## src/psumPkg.sv

```systemverilog
// ==================================================
// psum buffer package
// operation codes and default sizes shared by the
// receiver, the pipeline stages and the top level
// ==================================================
`default_nettype none

package psumPkg;

    // ==============================================
    // operation carried with each request
    // ==============================================
    typedef enum logic [1:0] {
        // write a value into one stage's bank
        OP_LOAD = 2'd0,
        // run a running sum through all stages
        OP_ACC  = 2'd1,
        // end of frame and flip of the ping-pong pair
        OP_SWAP = 2'd2
    } psumOp_t;

    // ==============================================
    // default sizes
    // ==============================================
    // 16 psums for one 4x4 output map
    localparam int DEF_ADDR_W = 4;

    // signed psum word
    localparam int DEF_PSUM_W = 16;

    // load target index
    // 0 and 1 pick the accumulate stages, 2 the active ping-pong bank
    localparam int SEL_W = 2;

endpackage

`default_nettype wire

```

## src/psumBank.sv

```systemverilog
// ==================================================
// psum SRAM bank
// register array with one write port and one
// registered read port
// ==================================================
`timescale 1ns/1ps
`default_nettype none

module psumBank import psumPkg::*; #(
    parameter int ADDR_W = DEF_ADDR_W,
    parameter int PSUM_W = DEF_PSUM_W
) (
    input  logic              clk,
    input  logic              wrEn,
    input  logic [ADDR_W-1:0] wrAddr,
    input  logic [PSUM_W-1:0] wrData,
    input  logic              rdEn,
    input  logic [ADDR_W-1:0] rdAddr,
    output logic [PSUM_W-1:0] rdData
);

    localparam int DEPTH = 1 << ADDR_W;

    // psum storage
    logic [PSUM_W-1:0] mem [DEPTH];

    // write port
    always_ff @(posedge clk) begin
        if (wrEn) begin
            mem[wrAddr] <= wrData;
        end
    end

    // registered read port
    // word shows up the cycle after rdEn
    always_ff @(posedge clk) begin
        if (rdEn) begin
            rdData <= mem[rdAddr];
        end
    end

    // no read from an unknown address
    assert property (@(posedge clk) rdEn |-> !$isunknown(rdAddr))
        else $error("psumBank: read with unknown address");

endmodule

`default_nettype wire

```

## src/reqAckIn.sv

```systemverilog
// ==================================================
// four-phase req/ack receiver
// takes one operation per request and hands it to
// the pipeline as a one-cycle valid
// ==================================================
`timescale 1ns/1ps
`default_nettype none

module reqAckIn import psumPkg::*; #(
    parameter int ADDR_W = DEF_ADDR_W,
    parameter int PSUM_W = DEF_PSUM_W
) (
    input  logic              clk,
    input  logic              rst_n,
    input  logic              req,
    input  psumOp_t           op,
    input  logic [SEL_W-1:0]  sel,
    input  logic [ADDR_W-1:0] addr,
    input  logic [PSUM_W-1:0] value,
    output logic              ack,
    output logic              inValid,
    output psumOp_t           inOp,
    output logic [SEL_W-1:0]  inSel,
    output logic [ADDR_W-1:0] inAddr,
    output logic [PSUM_W-1:0] inValue
);

    typedef enum logic {IDLE, HOLD} hsState_t;

    hsState_t state;
    logic     accept;

    // new request only while ack is low
    assign accept = (state == IDLE) && req;
    assign ack    = (state == HOLD);

    // ==============================================
    // handshake FSM
    // ==============================================
    always_ff @(posedge clk or negedge rst_n) begin
        if (!rst_n) begin
            state   <= IDLE;
            inValid <= 1'b0;
        end else begin
            inValid <= accept;
            if (accept) begin
                state <= HOLD;
            end else if (state == HOLD && !req) begin
                // req gone, release ack
                state <= IDLE;
            end
        end
    end

    // fields captured once, when the request is taken
    always_ff @(posedge clk) begin
        if (accept) begin
            inOp    <= op;
            inSel   <= sel;
            inAddr  <= addr;
            inValue <= value;
        end
    end

    // ack drops only after req went low
    assert property (@(posedge clk) disable iff (!rst_n) $fell(ack) |-> $past(!req))
        else $error("reqAckIn: ack fell while req still high");

endmodule

`default_nettype wire

```

## src/psumStage.sv

```systemverilog
// ==================================================
// psum accumulate stage
// loads its own bank or adds the stored psum to the
// passing value, two cycles per operation
// ==================================================
`timescale 1ns/1ps
`default_nettype none

module psumStage import psumPkg::*; #(
    parameter int ADDR_W   = DEF_ADDR_W,
    parameter int PSUM_W   = DEF_PSUM_W,
    parameter int STAGE_ID = 0
) (
    input  logic              clk,
    input  logic              rst_n,
    input  logic              inValid,
    input  psumOp_t           inOp,
    input  logic [SEL_W-1:0]  inSel,
    input  logic [ADDR_W-1:0] inAddr,
    input  logic [PSUM_W-1:0] inValue,
    output logic              outValid,
    output psumOp_t           outOp,
    output logic [SEL_W-1:0]  outSel,
    output logic [ADDR_W-1:0] outAddr,
    output logic [PSUM_W-1:0] outValue
);

    // first cycle holds the operation while the bank reads
    logic              p1Valid;
    psumOp_t           p1Op;
    logic [SEL_W-1:0]  p1Sel;
    logic [ADDR_W-1:0] p1Addr;
    logic [PSUM_W-1:0] p1Value;

    logic              bankRdEn;
    logic              bankWrEn;
    logic [PSUM_W-1:0] bankRd;
    logic [PSUM_W-1:0] accSum;

    // only an accumulation needs the stored psum
    assign bankRdEn = inValid && (inOp == OP_ACC);
    // load aimed at this stage
    assign bankWrEn = p1Valid && (p1Op == OP_LOAD) && (p1Sel == SEL_W'(STAGE_ID));
    // signed add, wraps at PSUM_W
    assign accSum   = $signed(p1Value) + $signed(bankRd);

    psumBank #(
        .ADDR_W (ADDR_W),
        .PSUM_W (PSUM_W)
    ) bank_inst (
        .clk    (clk),
        .wrEn   (bankWrEn),
        .wrAddr (p1Addr),
        .wrData (p1Value),
        .rdEn   (bankRdEn),
        .rdAddr (inAddr),
        .rdData (bankRd)
    );

    // ==============================================
    // valid chain
    // ==============================================
    always_ff @(posedge clk or negedge rst_n) begin
        if (!rst_n) begin
            p1Valid  <= 1'b0;
            outValid <= 1'b0;
        end else begin
            p1Valid  <= inValid;
            outValid <= p1Valid;
        end
    end

    // payload
    always_ff @(posedge clk) begin
        p1Op     <= inOp;
        p1Sel    <= inSel;
        p1Addr   <= inAddr;
        p1Value  <= inValue;
        outOp    <= p1Op;
        outSel   <= p1Sel;
        outAddr  <= p1Addr;
        // everything but an accumulation passes untouched
        outValue <= (p1Op == OP_ACC) ? accSum : p1Value;
    end

    // upstream pacing leaves a gap between operations
    assert property (@(posedge clk) disable iff (!rst_n) inValid |=> !inValid)
        else $error("psumStage %0d: back-to-back valid", STAGE_ID);

endmodule

`default_nettype wire

```

## src/pingPongStage.sv

```systemverilog
// ==================================================
// ping-pong psum stage
// writes finished sums into the active bank while
// pooling reads the other one; swap flips the pair
// ==================================================
`timescale 1ns/1ps
`default_nettype none

module pingPongStage import psumPkg::*; #(
    parameter int ADDR_W = DEF_ADDR_W,
    parameter int PSUM_W = DEF_PSUM_W
) (
    input  logic              clk,
    input  logic              rst_n,
    input  logic              inValid,
    input  psumOp_t           inOp,
    input  logic [SEL_W-1:0]  inSel,
    input  logic [ADDR_W-1:0] inAddr,
    input  logic [PSUM_W-1:0] inValue,
    input  logic              poolEnRd,
    input  logic [ADDR_W-1:0] poolAddr,
    output logic [PSUM_W-1:0] poolData,
    output logic              poolStart
);

    // load target of the active bank
    localparam logic [SEL_W-1:0] PP_SEL = SEL_W'(2);

    logic              p1Valid;
    psumOp_t           p1Op;
    logic [SEL_W-1:0]  p1Sel;
    logic [ADDR_W-1:0] p1Addr;
    logic [PSUM_W-1:0] p1Value;

    // 0 means bank A takes writes
    logic              activeB;
    logic              swapSeen;
    logic              rdFromB;
    logic              wrReq;
    logic              isSwap;
    logic              wrEnA;
    logic              wrEnB;
    logic              rdEnA;
    logic              rdEnB;
    logic [PSUM_W-1:0] rdDataA;
    logic [PSUM_W-1:0] rdDataB;

    // finished sum or direct load
    assign wrReq  = p1Valid && ((p1Op == OP_ACC) || (p1Op == OP_LOAD && p1Sel == PP_SEL));
    assign isSwap = p1Valid && (p1Op == OP_SWAP);

    // writes to active bank, pool reads from the other
    assign wrEnA = wrReq && !activeB;
    assign wrEnB = wrReq && activeB;
    assign rdEnA = poolEnRd && activeB;
    assign rdEnB = poolEnRd && !activeB;

    assign poolData = rdFromB ? rdDataB : rdDataA;

    psumBank #(
        .ADDR_W (ADDR_W),
        .PSUM_W (PSUM_W)
    ) bankA_inst (
        .clk    (clk),
        .wrEn   (wrEnA),
        .wrAddr (p1Addr),
        .wrData (p1Value),
        .rdEn   (rdEnA),
        .rdAddr (poolAddr),
        .rdData (rdDataA)
    );

    psumBank #(
        .ADDR_W (ADDR_W),
        .PSUM_W (PSUM_W)
    ) bankB_inst (
        .clk    (clk),
        .wrEn   (wrEnB),
        .wrAddr (p1Addr),
        .wrData (p1Value),
        .rdEn   (rdEnB),
        .rdAddr (poolAddr),
        .rdData (rdDataB)
    );

    // ==============================================
    // bank select and pool start
    // ==============================================
    always_ff @(posedge clk or negedge rst_n) begin
        if (!rst_n) begin
            p1Valid   <= 1'b0;
            activeB   <= 1'b0;
            swapSeen  <= 1'b0;
            poolStart <= 1'b0;
            rdFromB   <= 1'b0;
        end else begin
            p1Valid   <= inValid;
            // first frame is never pooled
            poolStart <= isSwap && swapSeen;
            if (isSwap) begin
                activeB  <= !activeB;
                swapSeen <= 1'b1;
            end
            // remember which bank the pending pool read hit
            if (poolEnRd) begin
                rdFromB <= !activeB;
            end
        end
    end

    always_ff @(posedge clk) begin
        p1Op    <= inOp;
        p1Sel   <= inSel;
        p1Addr  <= inAddr;
        p1Value <= inValue;
    end

endmodule

`default_nettype wire

```

## src/psumBlock.sv

```systemverilog
// ==================================================
// psum buffer block
// four-phase input, two accumulate stages and the
// ping-pong stage feeding the pooling unit
// ==================================================
`timescale 1ns/1ps
`default_nettype none

module psumBlock import psumPkg::*; #(
    parameter int ADDR_W = DEF_ADDR_W,
    parameter int PSUM_W = DEF_PSUM_W
) (
    input  logic              clk,
    input  logic              rst_n,
    input  logic              req,
    input  psumOp_t           op,
    input  logic [SEL_W-1:0]  sel,
    input  logic [ADDR_W-1:0] addr,
    input  logic [PSUM_W-1:0] value,
    input  logic              poolEnRd,
    input  logic [ADDR_W-1:0] poolAddr,
    output logic              ack,
    output logic [PSUM_W-1:0] poolData,
    output logic              poolStart
);

    // receiver to stage 0
    logic              rxValid;
    psumOp_t           rxOp;
    logic [SEL_W-1:0]  rxSel;
    logic [ADDR_W-1:0] rxAddr;
    logic [PSUM_W-1:0] rxValue;

    // stage 0 to stage 1
    logic              s0Valid;
    psumOp_t           s0Op;
    logic [SEL_W-1:0]  s0Sel;
    logic [ADDR_W-1:0] s0Addr;
    logic [PSUM_W-1:0] s0Value;

    // stage 1 to ping-pong
    logic              s1Valid;
    psumOp_t           s1Op;
    logic [SEL_W-1:0]  s1Sel;
    logic [ADDR_W-1:0] s1Addr;
    logic [PSUM_W-1:0] s1Value;

    reqAckIn #(
        .ADDR_W (ADDR_W),
        .PSUM_W (PSUM_W)
    ) reqAckIn_inst (
        .clk     (clk),
        .rst_n   (rst_n),
        .req     (req),
        .op      (op),
        .sel     (sel),
        .addr    (addr),
        .value   (value),
        .ack     (ack),
        .inValid (rxValid),
        .inOp    (rxOp),
        .inSel   (rxSel),
        .inAddr  (rxAddr),
        .inValue (rxValue)
    );

    psumStage #(
        .ADDR_W   (ADDR_W),
        .PSUM_W   (PSUM_W),
        .STAGE_ID (0)
    ) stage0_inst (
        .clk      (clk),
        .rst_n    (rst_n),
        .inValid  (rxValid),
        .inOp     (rxOp),
        .inSel    (rxSel),
        .inAddr   (rxAddr),
        .inValue  (rxValue),
        .outValid (s0Valid),
        .outOp    (s0Op),
        .outSel   (s0Sel),
        .outAddr  (s0Addr),
        .outValue (s0Value)
    );

    psumStage #(
        .ADDR_W   (ADDR_W),
        .PSUM_W   (PSUM_W),
        .STAGE_ID (1)
    ) stage1_inst (
        .clk      (clk),
        .rst_n    (rst_n),
        .inValid  (s0Valid),
        .inOp     (s0Op),
        .inSel    (s0Sel),
        .inAddr   (s0Addr),
        .inValue  (s0Value),
        .outValid (s1Valid),
        .outOp    (s1Op),
        .outSel   (s1Sel),
        .outAddr  (s1Addr),
        .outValue (s1Value)
    );

    pingPongStage #(
        .ADDR_W (ADDR_W),
        .PSUM_W (PSUM_W)
    ) pingPong_inst (
        .clk       (clk),
        .rst_n     (rst_n),
        .inValid   (s1Valid),
        .inOp      (s1Op),
        .inSel     (s1Sel),
        .inAddr    (s1Addr),
        .inValue   (s1Value),
        .poolEnRd  (poolEnRd),
        .poolAddr  (poolAddr),
        .poolData  (poolData),
        .poolStart (poolStart)
    );

endmodule

`default_nettype wire

```

## config.mk

```make
export PLATFORM = sky130hd
export DESIGN_NAME = psumBlock
export DESIGN_NICKNAME = d
export VERILOG_FILES = /design/src/psumPkg.sv /design/src/psumBank.sv /design/src/reqAckIn.sv /design/src/psumStage.sv /design/src/pingPongStage.sv /design/src/psumBlock.sv
export SDC_FILE = /design/constraint.sdc
export NUM_CORES = 1
export LEC_CHECK = 0
export ABC_AREA = 0
export BUFFER_PORTS_ARGS = -buffer_cell sky130_fd_sc_hd__buf_2
export CAP_MARGIN = 25
export CORE_AREA = 3 3 346 348
export CTS_BUF_LIST = sky130_fd_sc_hd__clkbuf_4
export DETAILED_ROUTE_END_ITERATION = 16
export DIE_AREA = 0 0 349 351
export MAX_ROUTING_LAYER = met4
export PLACE_DENSITY = 0.55
export SLEW_MARGIN = 20
export SYNTH_ARGS = -nofsm -noshare
export SYNTH_HDL_FRONTEND = slang
export SYNTH_SLANG_ARGS = --single-unit
```

## constraint.sdc

```tcl
create_clock -name clk -period 2.5 [get_ports clk]
set_clock_uncertainty 0.2 [all_clocks]
set_input_delay 0.125 -clock clk [delete_from_list [all_inputs] [get_ports clk]]
set_output_delay 0.125 -clock clk [all_outputs]
set_load 0.03 [all_outputs]
```

* After elaboration in Yosys (flattened, before gate mapping)
Memories as Yosys holds them, arrays and structs flattened. A register that Yosys moved wholly into a read port is not among the register bits.
Cells that the tools add are included.
** Storage, ports and cells
- Register bits :: 155
- RAM bits :: 1024
- Output and inout bits :: 18
- Logic and storage cells :: 87
- Memories kept :: 4
** Cells by class
- Add/sub/neg operators :: 2
- Eq/ne operators :: 8
- Muxes and demuxes :: 13
- Bitwise gates (word level) :: 1
- Reductions and logical operators :: 24
** Memory list
- pingPong_inst.bankA_inst.mem :: words 16, bits a word 16, rd ports 1, clocked after Yosys merged registers in 1, write ports 1, line psumBank.sv:25 : logic [PSUM_W-1:0] mem [DEPTH];
- pingPong_inst.bankB_inst.mem :: words 16, bits a word 16, rd ports 1, clocked after Yosys merged registers in 1, write ports 1, line psumBank.sv:25
- stage0_inst.bank_inst.mem :: words 16, bits a word 16, rd ports 1, clocked after Yosys merged registers in 1, write ports 1, line psumBank.sv:25
- stage1_inst.bank_inst.mem :: words 16, bits a word 16, rd ports 1, clocked after Yosys merged registers in 1, write ports 1, line psumBank.sv:25
** Operator list (number)
- 2-to-1 mux 16 bit :: 3
- adder 16 bit :: 2
- logical AND 1 bit :: 16
- equality test 2 x 1 -> 1 bit, second input constant :: 6
- 2-to-1 mux 1 bit :: 10
- logical NOT 2 bit :: 4
- equality test 2 bit, second input constant :: 2
- logical NOT 1 bit :: 2
- nonzero test 2 bit :: 1
- logical OR 1 bit :: 1
- inverter 1 bit :: 1

* Longest topological paths before layout
Gate-level depths: netlist (run 1).
- Word-level depth :: 7
- Gate-level depth with buffers :: 7
- Mapped depth without buffers :: 7

* Cells and area by module
From an unflattened synthesis (run 1), not the netlist that was laid out.
** Unflattened totals
- Cell total of the unflattened synthesis :: 2203
- Area, all modules :: 46522.1 sq um
** By module, submodules not included
- psumBank :: times used 4, cells each 432, area an instance 10203.5 sq um
- psumStage (stage1_inst) :: times used 1, cells each 192, area an instance 1984.4 sq um
- psumStage (stage0_inst) :: times used 1, cells each 192, area an instance 1983.2 sq um
- pingPongStage :: times used 1, cells each 62, area an instance 938.4 sq um
- reqAckIn :: times used 1, cells each 29, area an instance 802.0 sq um

* Worst setup path after synthesis (run 1)
No wires, ideal clock.
- Path type :: register to register
- Start :: register stage0_inst.p1Op[1]
- End :: memory stage0_inst.bank_inst.mem[0][0] in the netlist's numbering, enable pin
- Library setup time :: 409 ps
- Data arrival time :: 2033 ps
- Slack :: -142 ps
- Cell stages (with the launch flop) :: 5
- Cells stage by stage :: dfxtp_1 nor2_1 nand3_1 or3_1 nor3_1
** On the way
- Word-level cells in the longest chain between the ends :: 5
** Ends and longest elaborated chain
- start: declaration :: line psumStage.sv:30 : psumOp_t p1Op;
- start signal: assignment :: line psumStage.sv:75 : p1Op <= inOp;
- logical NOT 2 bit :: line psumStage.sv:43 : assign bankWrEn = p1Valid && (p1Op == OP_LOAD) && (p1Sel == SEL_W'(STAGE_ID));
- logical AND 1 bit (2 in series) :: line psumStage.sv:43
- 2-to-1 mux 1 bit :: line psumBank.sv:29 : if (wrEn) begin
- 2-to-1 mux 1 bit (implied by the code) :: line psumBank.sv:30 : mem[wrAddr] <= wrData;
- end: declaration :: line psumBank.sv:25
No other way between the ends.

* Final worst setup path (run 1)
- Start :: register pingPong_inst.rdFromB
- End :: output port poolData[4]
** On the way
- Word-level cells in the longest chain between the ends :: 1
** Ends and longest elaborated chain
- start: declaration :: line pingPongStage.sv:38 : logic rdFromB;
- start signal: assignment :: line pingPongStage.sv:106 : rdFromB <= !activeB;
- 2-to-1 mux 16 bit :: line pingPongStage.sv:58 : assign poolData = rdFromB ? rdDataB : rdDataA;
- end: declaration :: line psumBlock.sv:23 : output logic [PSUM_W-1:0] poolData,
No other way between the ends.

==> results of run 1 <==
==> state kept, by name (all words and copies together), names as in the netlist, 16 cells and up <==
register / flops
stage0_inst.bank_inst.mem: 256
pingPong_inst.bankB_inst.rdData: 16
stage0_inst.bank_inst.rdData: 16
stage0_inst.outValue: 16
stage1_inst.outValue: 16
stage1_inst.p1Value: 16
stage1_inst.bank_inst.rdData: 16
pingPong_inst.bankA_inst.rdData: 16
pingPong_inst.bankA_inst.mem: 256
stage0_inst.p1Value: 16
stage1_inst.bank_inst.mem: 256
pingPong_inst.p1Value: 16
reqAckIn_inst.inValue: 16
pingPong_inst.bankB_inst.mem: 256
==> stage by stage <==
step | instances | power [mW] | util | hold slack, ns
floorplan | 2074 | 29.7 | - | -0.371
global placement | 3745 | 32.3 | 0.434 | -0.149
detailed placement | 3745 | 32.5 | 0.434 | -0.146
CTS | 4390 | 50.0 | 0.477 | 0.0454
global route | 4396 | 51.6 | 0.477 | 0.0990
finish | 4398 | 49.2 | 0.477 | 0.119
==> routing by layer <==
layer  vias up  routed length [um]
li1      10000                   -
met1     12000               44000
met2       718               55900
met3       169                5510
met4         0                2060
met5         -                   0
==> cells by family after synthesis <==
group / synth area share
xor+xnor: 0.00320
mux: 0.162
buf+inv: 0.0122
flops: 0.775
compound gates: 0.0155
fa+ha+maj: 0.00919
simple gates: 0.0230
==> timing repair <==
item                                    4_1_cts  5_1_grt
endpoints found under the setup margin       19       22
gates cloned                                  1        0
endpoints found under the hold margin       126        0
hold buffers                                 87        0
gates resized for setup                      42        6
setup buffers                                 1        0
pin swaps                                     0        3
==> placed cells by master, fill, tap and decap left out, types with 30 or more instances in the layout <==
cell type,Yosys,layout
mux4_2,284,284
buf_2,9,32
clkbuf_4,0,485
dlygate4sd3_1,0,87
mux4_1,36,36
nand2_1,75,75
buf_12,0,59
buf_4,7,133
nor2_2,0,57
edfxtp_1,1112,1112
a21oi_1,30,30
dfxtp_1,120,118
clkinv_1,0,51
==> area by class of cell <==
type / count / share of cell area
sequential: 1243 / 0.649
multi-input combinational: 734 / 0.183
clock buffer: 485 / 0.0655
timing repair buffer: 325 / 0.0606
tap: 1524 / 0.0343
clock inverter: 71 / 0.00655
inverter: 8 / 0.000540
antenna: 8 / 0.000360
==> worst paths after layout <==
path | startpoint | end | depth (start not counted)
max in group asynchronous | rst_n | pingPong_inst.rdFromB | 4
hold / removal | stage1_inst.outAddr[0] | pingPong_inst.p1Addr[0] | 0
min in group asynchronous | rst_n | stage0_inst.outValid | 4
hold reg to reg | stage1_inst.outAddr[0] | pingPong_inst.p1Addr[0] | 0
setup / recovery | pingPong_inst.rdFromB | poolData[4] | 3
setup reg to reg | stage0_inst.bank_inst.rdData[0] | stage0_inst.outValue[14] | 7
==> power groups by stage <==
stage	registers, mW	clock network, mW	logic, mW
floorplan	26.5	0	3.20
global placement	26.0	0	6.21
detailed placement	26.1	0	6.42
CTS	25.6	17.6	6.77
global route	25.7	18.7	7.26
finish	25.6	16.9	6.70
==> out/metrics.cfg, run 1 <==
[finish]
final_area_sq_um=55600
seq_area_sq_um=36100
filler_cell_count=9559
drive_gt1_frac=0.393
syn_to_final_growth_pct=19.4
multiInputGateArea_sq_um=10200
nets=2706

[die]
die_y_um=351
core_area_sq_um=117000
fp.dieArea_sq_um=122000
dieWidth_um=349
row_count=125
io-pin-count=50
start_util=0.400

[synthesis]
postSynthCellCount=2074
ys_top_cells_by_area=edfxtp_1, mux4_2, dfxtp_1
synth.ff_latch_count=1243
synth_top_area_share=0.717
synth.most_common_cell=edfxtp_1
synth_edf_count=1112
synth-main-ff-cell=edfxtp_1
synth.largest_area_cell=edfxtp_1
async_flop_share=0.00885
seq_area_frac_synth=0.775
synthTopCellsByCount=edfxtp_1, mux4_2, dfxtp_1
synth_area_sq_um=46600
avgSynthCellArea_sq_um=22.5
syn_nets=2139
synth_cell_types=64
ys_warn_count=0

[grt]
grt_max_degree=66
gr-usage-all-layers=0.184
grt_first_pass_wirelength_um=160000
grt_util_met1=0.224
met2_usage=0.307
use_met3=0.0383
grt_overflow=0
antenna_found_initial=3
grt_pass1_vias=24700
top_usage_layer=met2

[power_and_ir_drop]
internal-power_mw=36.8
peakVddDrop_mv=0.401
pwr-share-comb=0.136
p_seq_frac=0.520
p_leak_nw=18.7
clkPwrFrac=0.344
sw_frac_of_total=0.253
p_per_area_nw_per_um2=886
power_switching_mw=12.5

[status]
violations=setup timing
status=complete, but fails checks

[placement]
gp_congestion=0.850
io_buffers=49
place_ws_ns=-0.0441
hpwl_um=62500
place_area_sq_um=50500

[setup_path]
critPathLaunchType=flop
end_kind=output port
worstPathRequired_ns=2.17
cp.arrival_ns=2.26
cp_cell_sequence=buf_12 > mux2_4 > buf_6
crit_family=flip-flops
critPathKind=reg -> out
path_buf_inv=2
slowest_stage=dfrtp_2
max_stage_delay_ns=0.45
reg2reg_slack_ns=0.08
crit_fanout=8

[routing]
ant_nets=0
wl_per_cell_um=24.4
viasPerCell=5.21
drcViolationCount=0
drt_wl_total_um=108000
dr.first_iter.drc_count=1794
vias=22900
dr.pass1.iters=5

[clock_tree]
clock_sinks=1243
cts-root-buf=clkbuf_4
clkTransAtPathRegs_ns=0.06
cts_tree=yes
cts_made_buffers=329
clockBufferDepth=4
cts_max_level=5
clk_latency_ns=1.17

[sta]
fmax_mhz=387
setup_viol=16
finalCritPeriodShare=1.03
drv_slew=0
relSlewSlack=0.501
fin_setup_tns_ns=-0.830
finalHoldViolCount=0
fin_ws_ns=-0.0817
rsz0062_at_grt=yes
period_minus_slack_ns=2.58
worst_pin_slew_ns=0.746

[flow_run]
drv_cap=0

[min_path]
hold_path.class=reg -> reg

No activity file was read; power rests on OpenSTA's default activity.
==> run 2, diff against run 1 <==
SKIP_CTS_REPAIR_TIMING = 1   (was default)
==> run 2 against run 1 <==
The run still ends with setup timing left. Via count increased by 0.24%. Non-clock buffer count unchanged. Total power about the same. Critical path type unchanged. Largest power group unchanged. Critical endpoint is now poolData[12].
==> out/metrics.cfg, run 2 (synthesized netlist as in run 1, its figures left out) <==
[sta]
period_minus_slack_ns=2.59  ; +0.00544 ns
relSlewSlack=0.496  ; -0.00549
worst_pin_slew_ns=0.754  ; +0.00821 ns
finalHoldViolCount=0  ; unchanged
drv_slew=0  ; unchanged
finalCritPeriodShare=1.03  ; +0.00217
fin_ws_ns=-0.0871  ; -0.00544 ns
rsz0062_at_grt=yes
setup_viol=16  ; unchanged
fmax_mhz=387  ; -0.21%

[finish]
drive_gt1_frac=0.393  ; about the same
filler_cell_count=9565  ; +0.063%
syn_to_final_growth_pct=19.3  ; about the same
final_cell_count_no_fill=4397  ; -0.023%
final_area_sq_um=55600  ; about the same
nets=2706  ; unchanged
mostFrequentLayoutCell=edfxtp_1
layout_common_cells=edfxtp_1, clkbuf_4, mux4_2
postLayoutCoreUtil=0.477  ; about the same

[grt]
grt_pass1_vias=24200  ; -1.8%
grt_first_pass_wirelength_um=158000  ; -1.2%
antenna_found_initial=4  ; +1
grt_overflow=0  ; unchanged
gr-usage-all-layers=0.182  ; -0.00182
grt_max_degree=66  ; unchanged

[die]
core_area_sq_um=117000  ; unchanged
dieWidth_um=349  ; unchanged
row_count=125  ; unchanged
die_y_um=351  ; unchanged
start_util=0.400  ; unchanged
fp.dieArea_sq_um=122000  ; unchanged
io-pin-count=50  ; unchanged

[power_and_ir_drop]
p_leak_nw=18.7  ; about the same
p_seq_frac=0.520  ; about the same
clkPwrFrac=0.344  ; about the same
internal-power_mw=36.8  ; about the same
p_per_area_nw_per_um2=886  ; about the same
power_switching_mw=12.5  ; about the same
peakVddDrop_mv=0.400  ; -0.20%
pwr-share-comb=0.136  ; about the same
power_mw=49.2  ; about the same
sw_frac_of_total=0.253  ; about the same

[setup_path]
critPathKind=reg -> out
max_stage_delay_ns=0.46  ; about the same
reg2reg_slack_ns=0.06  ; -0.02 ns
cp_cell_sequence=buf_8 > mux2_4 > buf_6
critPathLaunchType=flop
crit_fanout=6  ; -2
slowest_stage=dfrtp_2
end_kind=output port
cp.arrival_ns=2.26  ; about the same
worstPathRequired_ns=2.17  ; about the same

[routing]
ant_nets=0  ; unchanged
vias=23000  ; +0.24%
dr.first_iter.drc_count=1869  ; +4.2%
drt_wl_total_um=107000  ; about the same
viasPerCell=5.22  ; +0.26%
wl_per_cell_um=24.4  ; about the same
dr.pass1.iters=5  ; unchanged
drcViolationCount=0  ; unchanged

[placement]
hpwl_um=62500  ; unchanged
place_ws_ns=-0.0441  ; unchanged
place_inst=3745  ; unchanged
io_buffers=49  ; unchanged
place_area_sq_um=50500  ; unchanged
gp_congestion=0.850  ; unchanged

[clock_tree]
clkTransAtPathRegs_ns=0.06  ; about the same
cts_tree=yes
cts_made_buffers=329  ; unchanged
cts-root-buf=clkbuf_4
clock_sinks=1243  ; unchanged
clk_latency_ns=1.15  ; -0.02 ns
clockBufferDepth=4  ; unchanged
cts_max_level=5  ; unchanged

[status]
violations=setup timing
status=complete, but fails checks

[flow_run]
drv_cap=0  ; unchanged

[min_path]
hold_path.class=reg -> reg

[run 2: critical path, delay by kind of cell (launching register included)]
kind / cells / cell delay [ns]
buffers and inverters: 2 / 0.32
flip-flops: 1 / 0.46
multiplexers: 1 / 0.34
[run 2: power groups by stage]
| stage | logic [mW] | registers [mW] | clock network, mW |
|---|---|---|---|
| floorplan | 3.20 | 26.5 | 0 |
| global placement | 6.21 | 26.0 | 0 |
| detailed placement | 6.42 | 26.1 | 0 |
| CTS | 6.43 | 25.6 | 17.6 |
| global route | 7.25 | 25.7 | 18.7 |
| finish | 6.70 | 25.6 | 16.9 |
[run 2: cell type report]
class | count | area [sq um] | share of cell area
multi-input combinational | 734 | 10200 | 0.183
timing repair buffer | 325 | 3360 | 0.0604
clock buffer | 485 | 3640 | 0.0655
antenna | 7 | 17.5 | 0.000315
clock inverter | 71 | 364 | 0.00655
sequential | 1243 | 36100 | 0.649
tap | 1524 | 1910 | 0.0343
inverter | 8 | 30.0 | 0.000540
[run 2: path summary, 6_finish.rpt]
check                      cells after the start                        to                       startpoint
max reg2reg                                    7  stage0_inst.outValue[14]  stage0_inst.bank_inst.rdData[0]
min reg2reg                                    0   pingPong_inst.p1Addr[0]           stage1_inst.outAddr[0]
max in group asynchronous                      4     pingPong_inst.rdFromB                            rst_n
min                                            0   pingPong_inst.p1Addr[0]           stage1_inst.outAddr[0]
max                                            3              poolData[12]            pingPong_inst.rdFromB
min in group asynchronous                      4     pingPong_inst.activeB                            rst_n
[run 2: per-layer routing]
metal	global-route usage	vias to the layer above	share of wire
li1	-	10100	-
met1	0.222	12000	0.41
met2	0.302	752	0.52
met3	0.0397	189	0.053
met4	0.0639	0	0.020
met5	-	-	0
[run 2: per-stage QoR]
| step | hold WS, ns | TNS (ns) |
|---|---|---|
| after CTS | -1.50 | -8.56 |
| after floorplan | -0.371 | 0 |
| after global routing | 0.0501 | -3.55 |
| after global placement | -0.149 | -0.0883 |
| after detailed placement | -0.146 | -0.0575 |
| final | 0.123 | -0.866 |
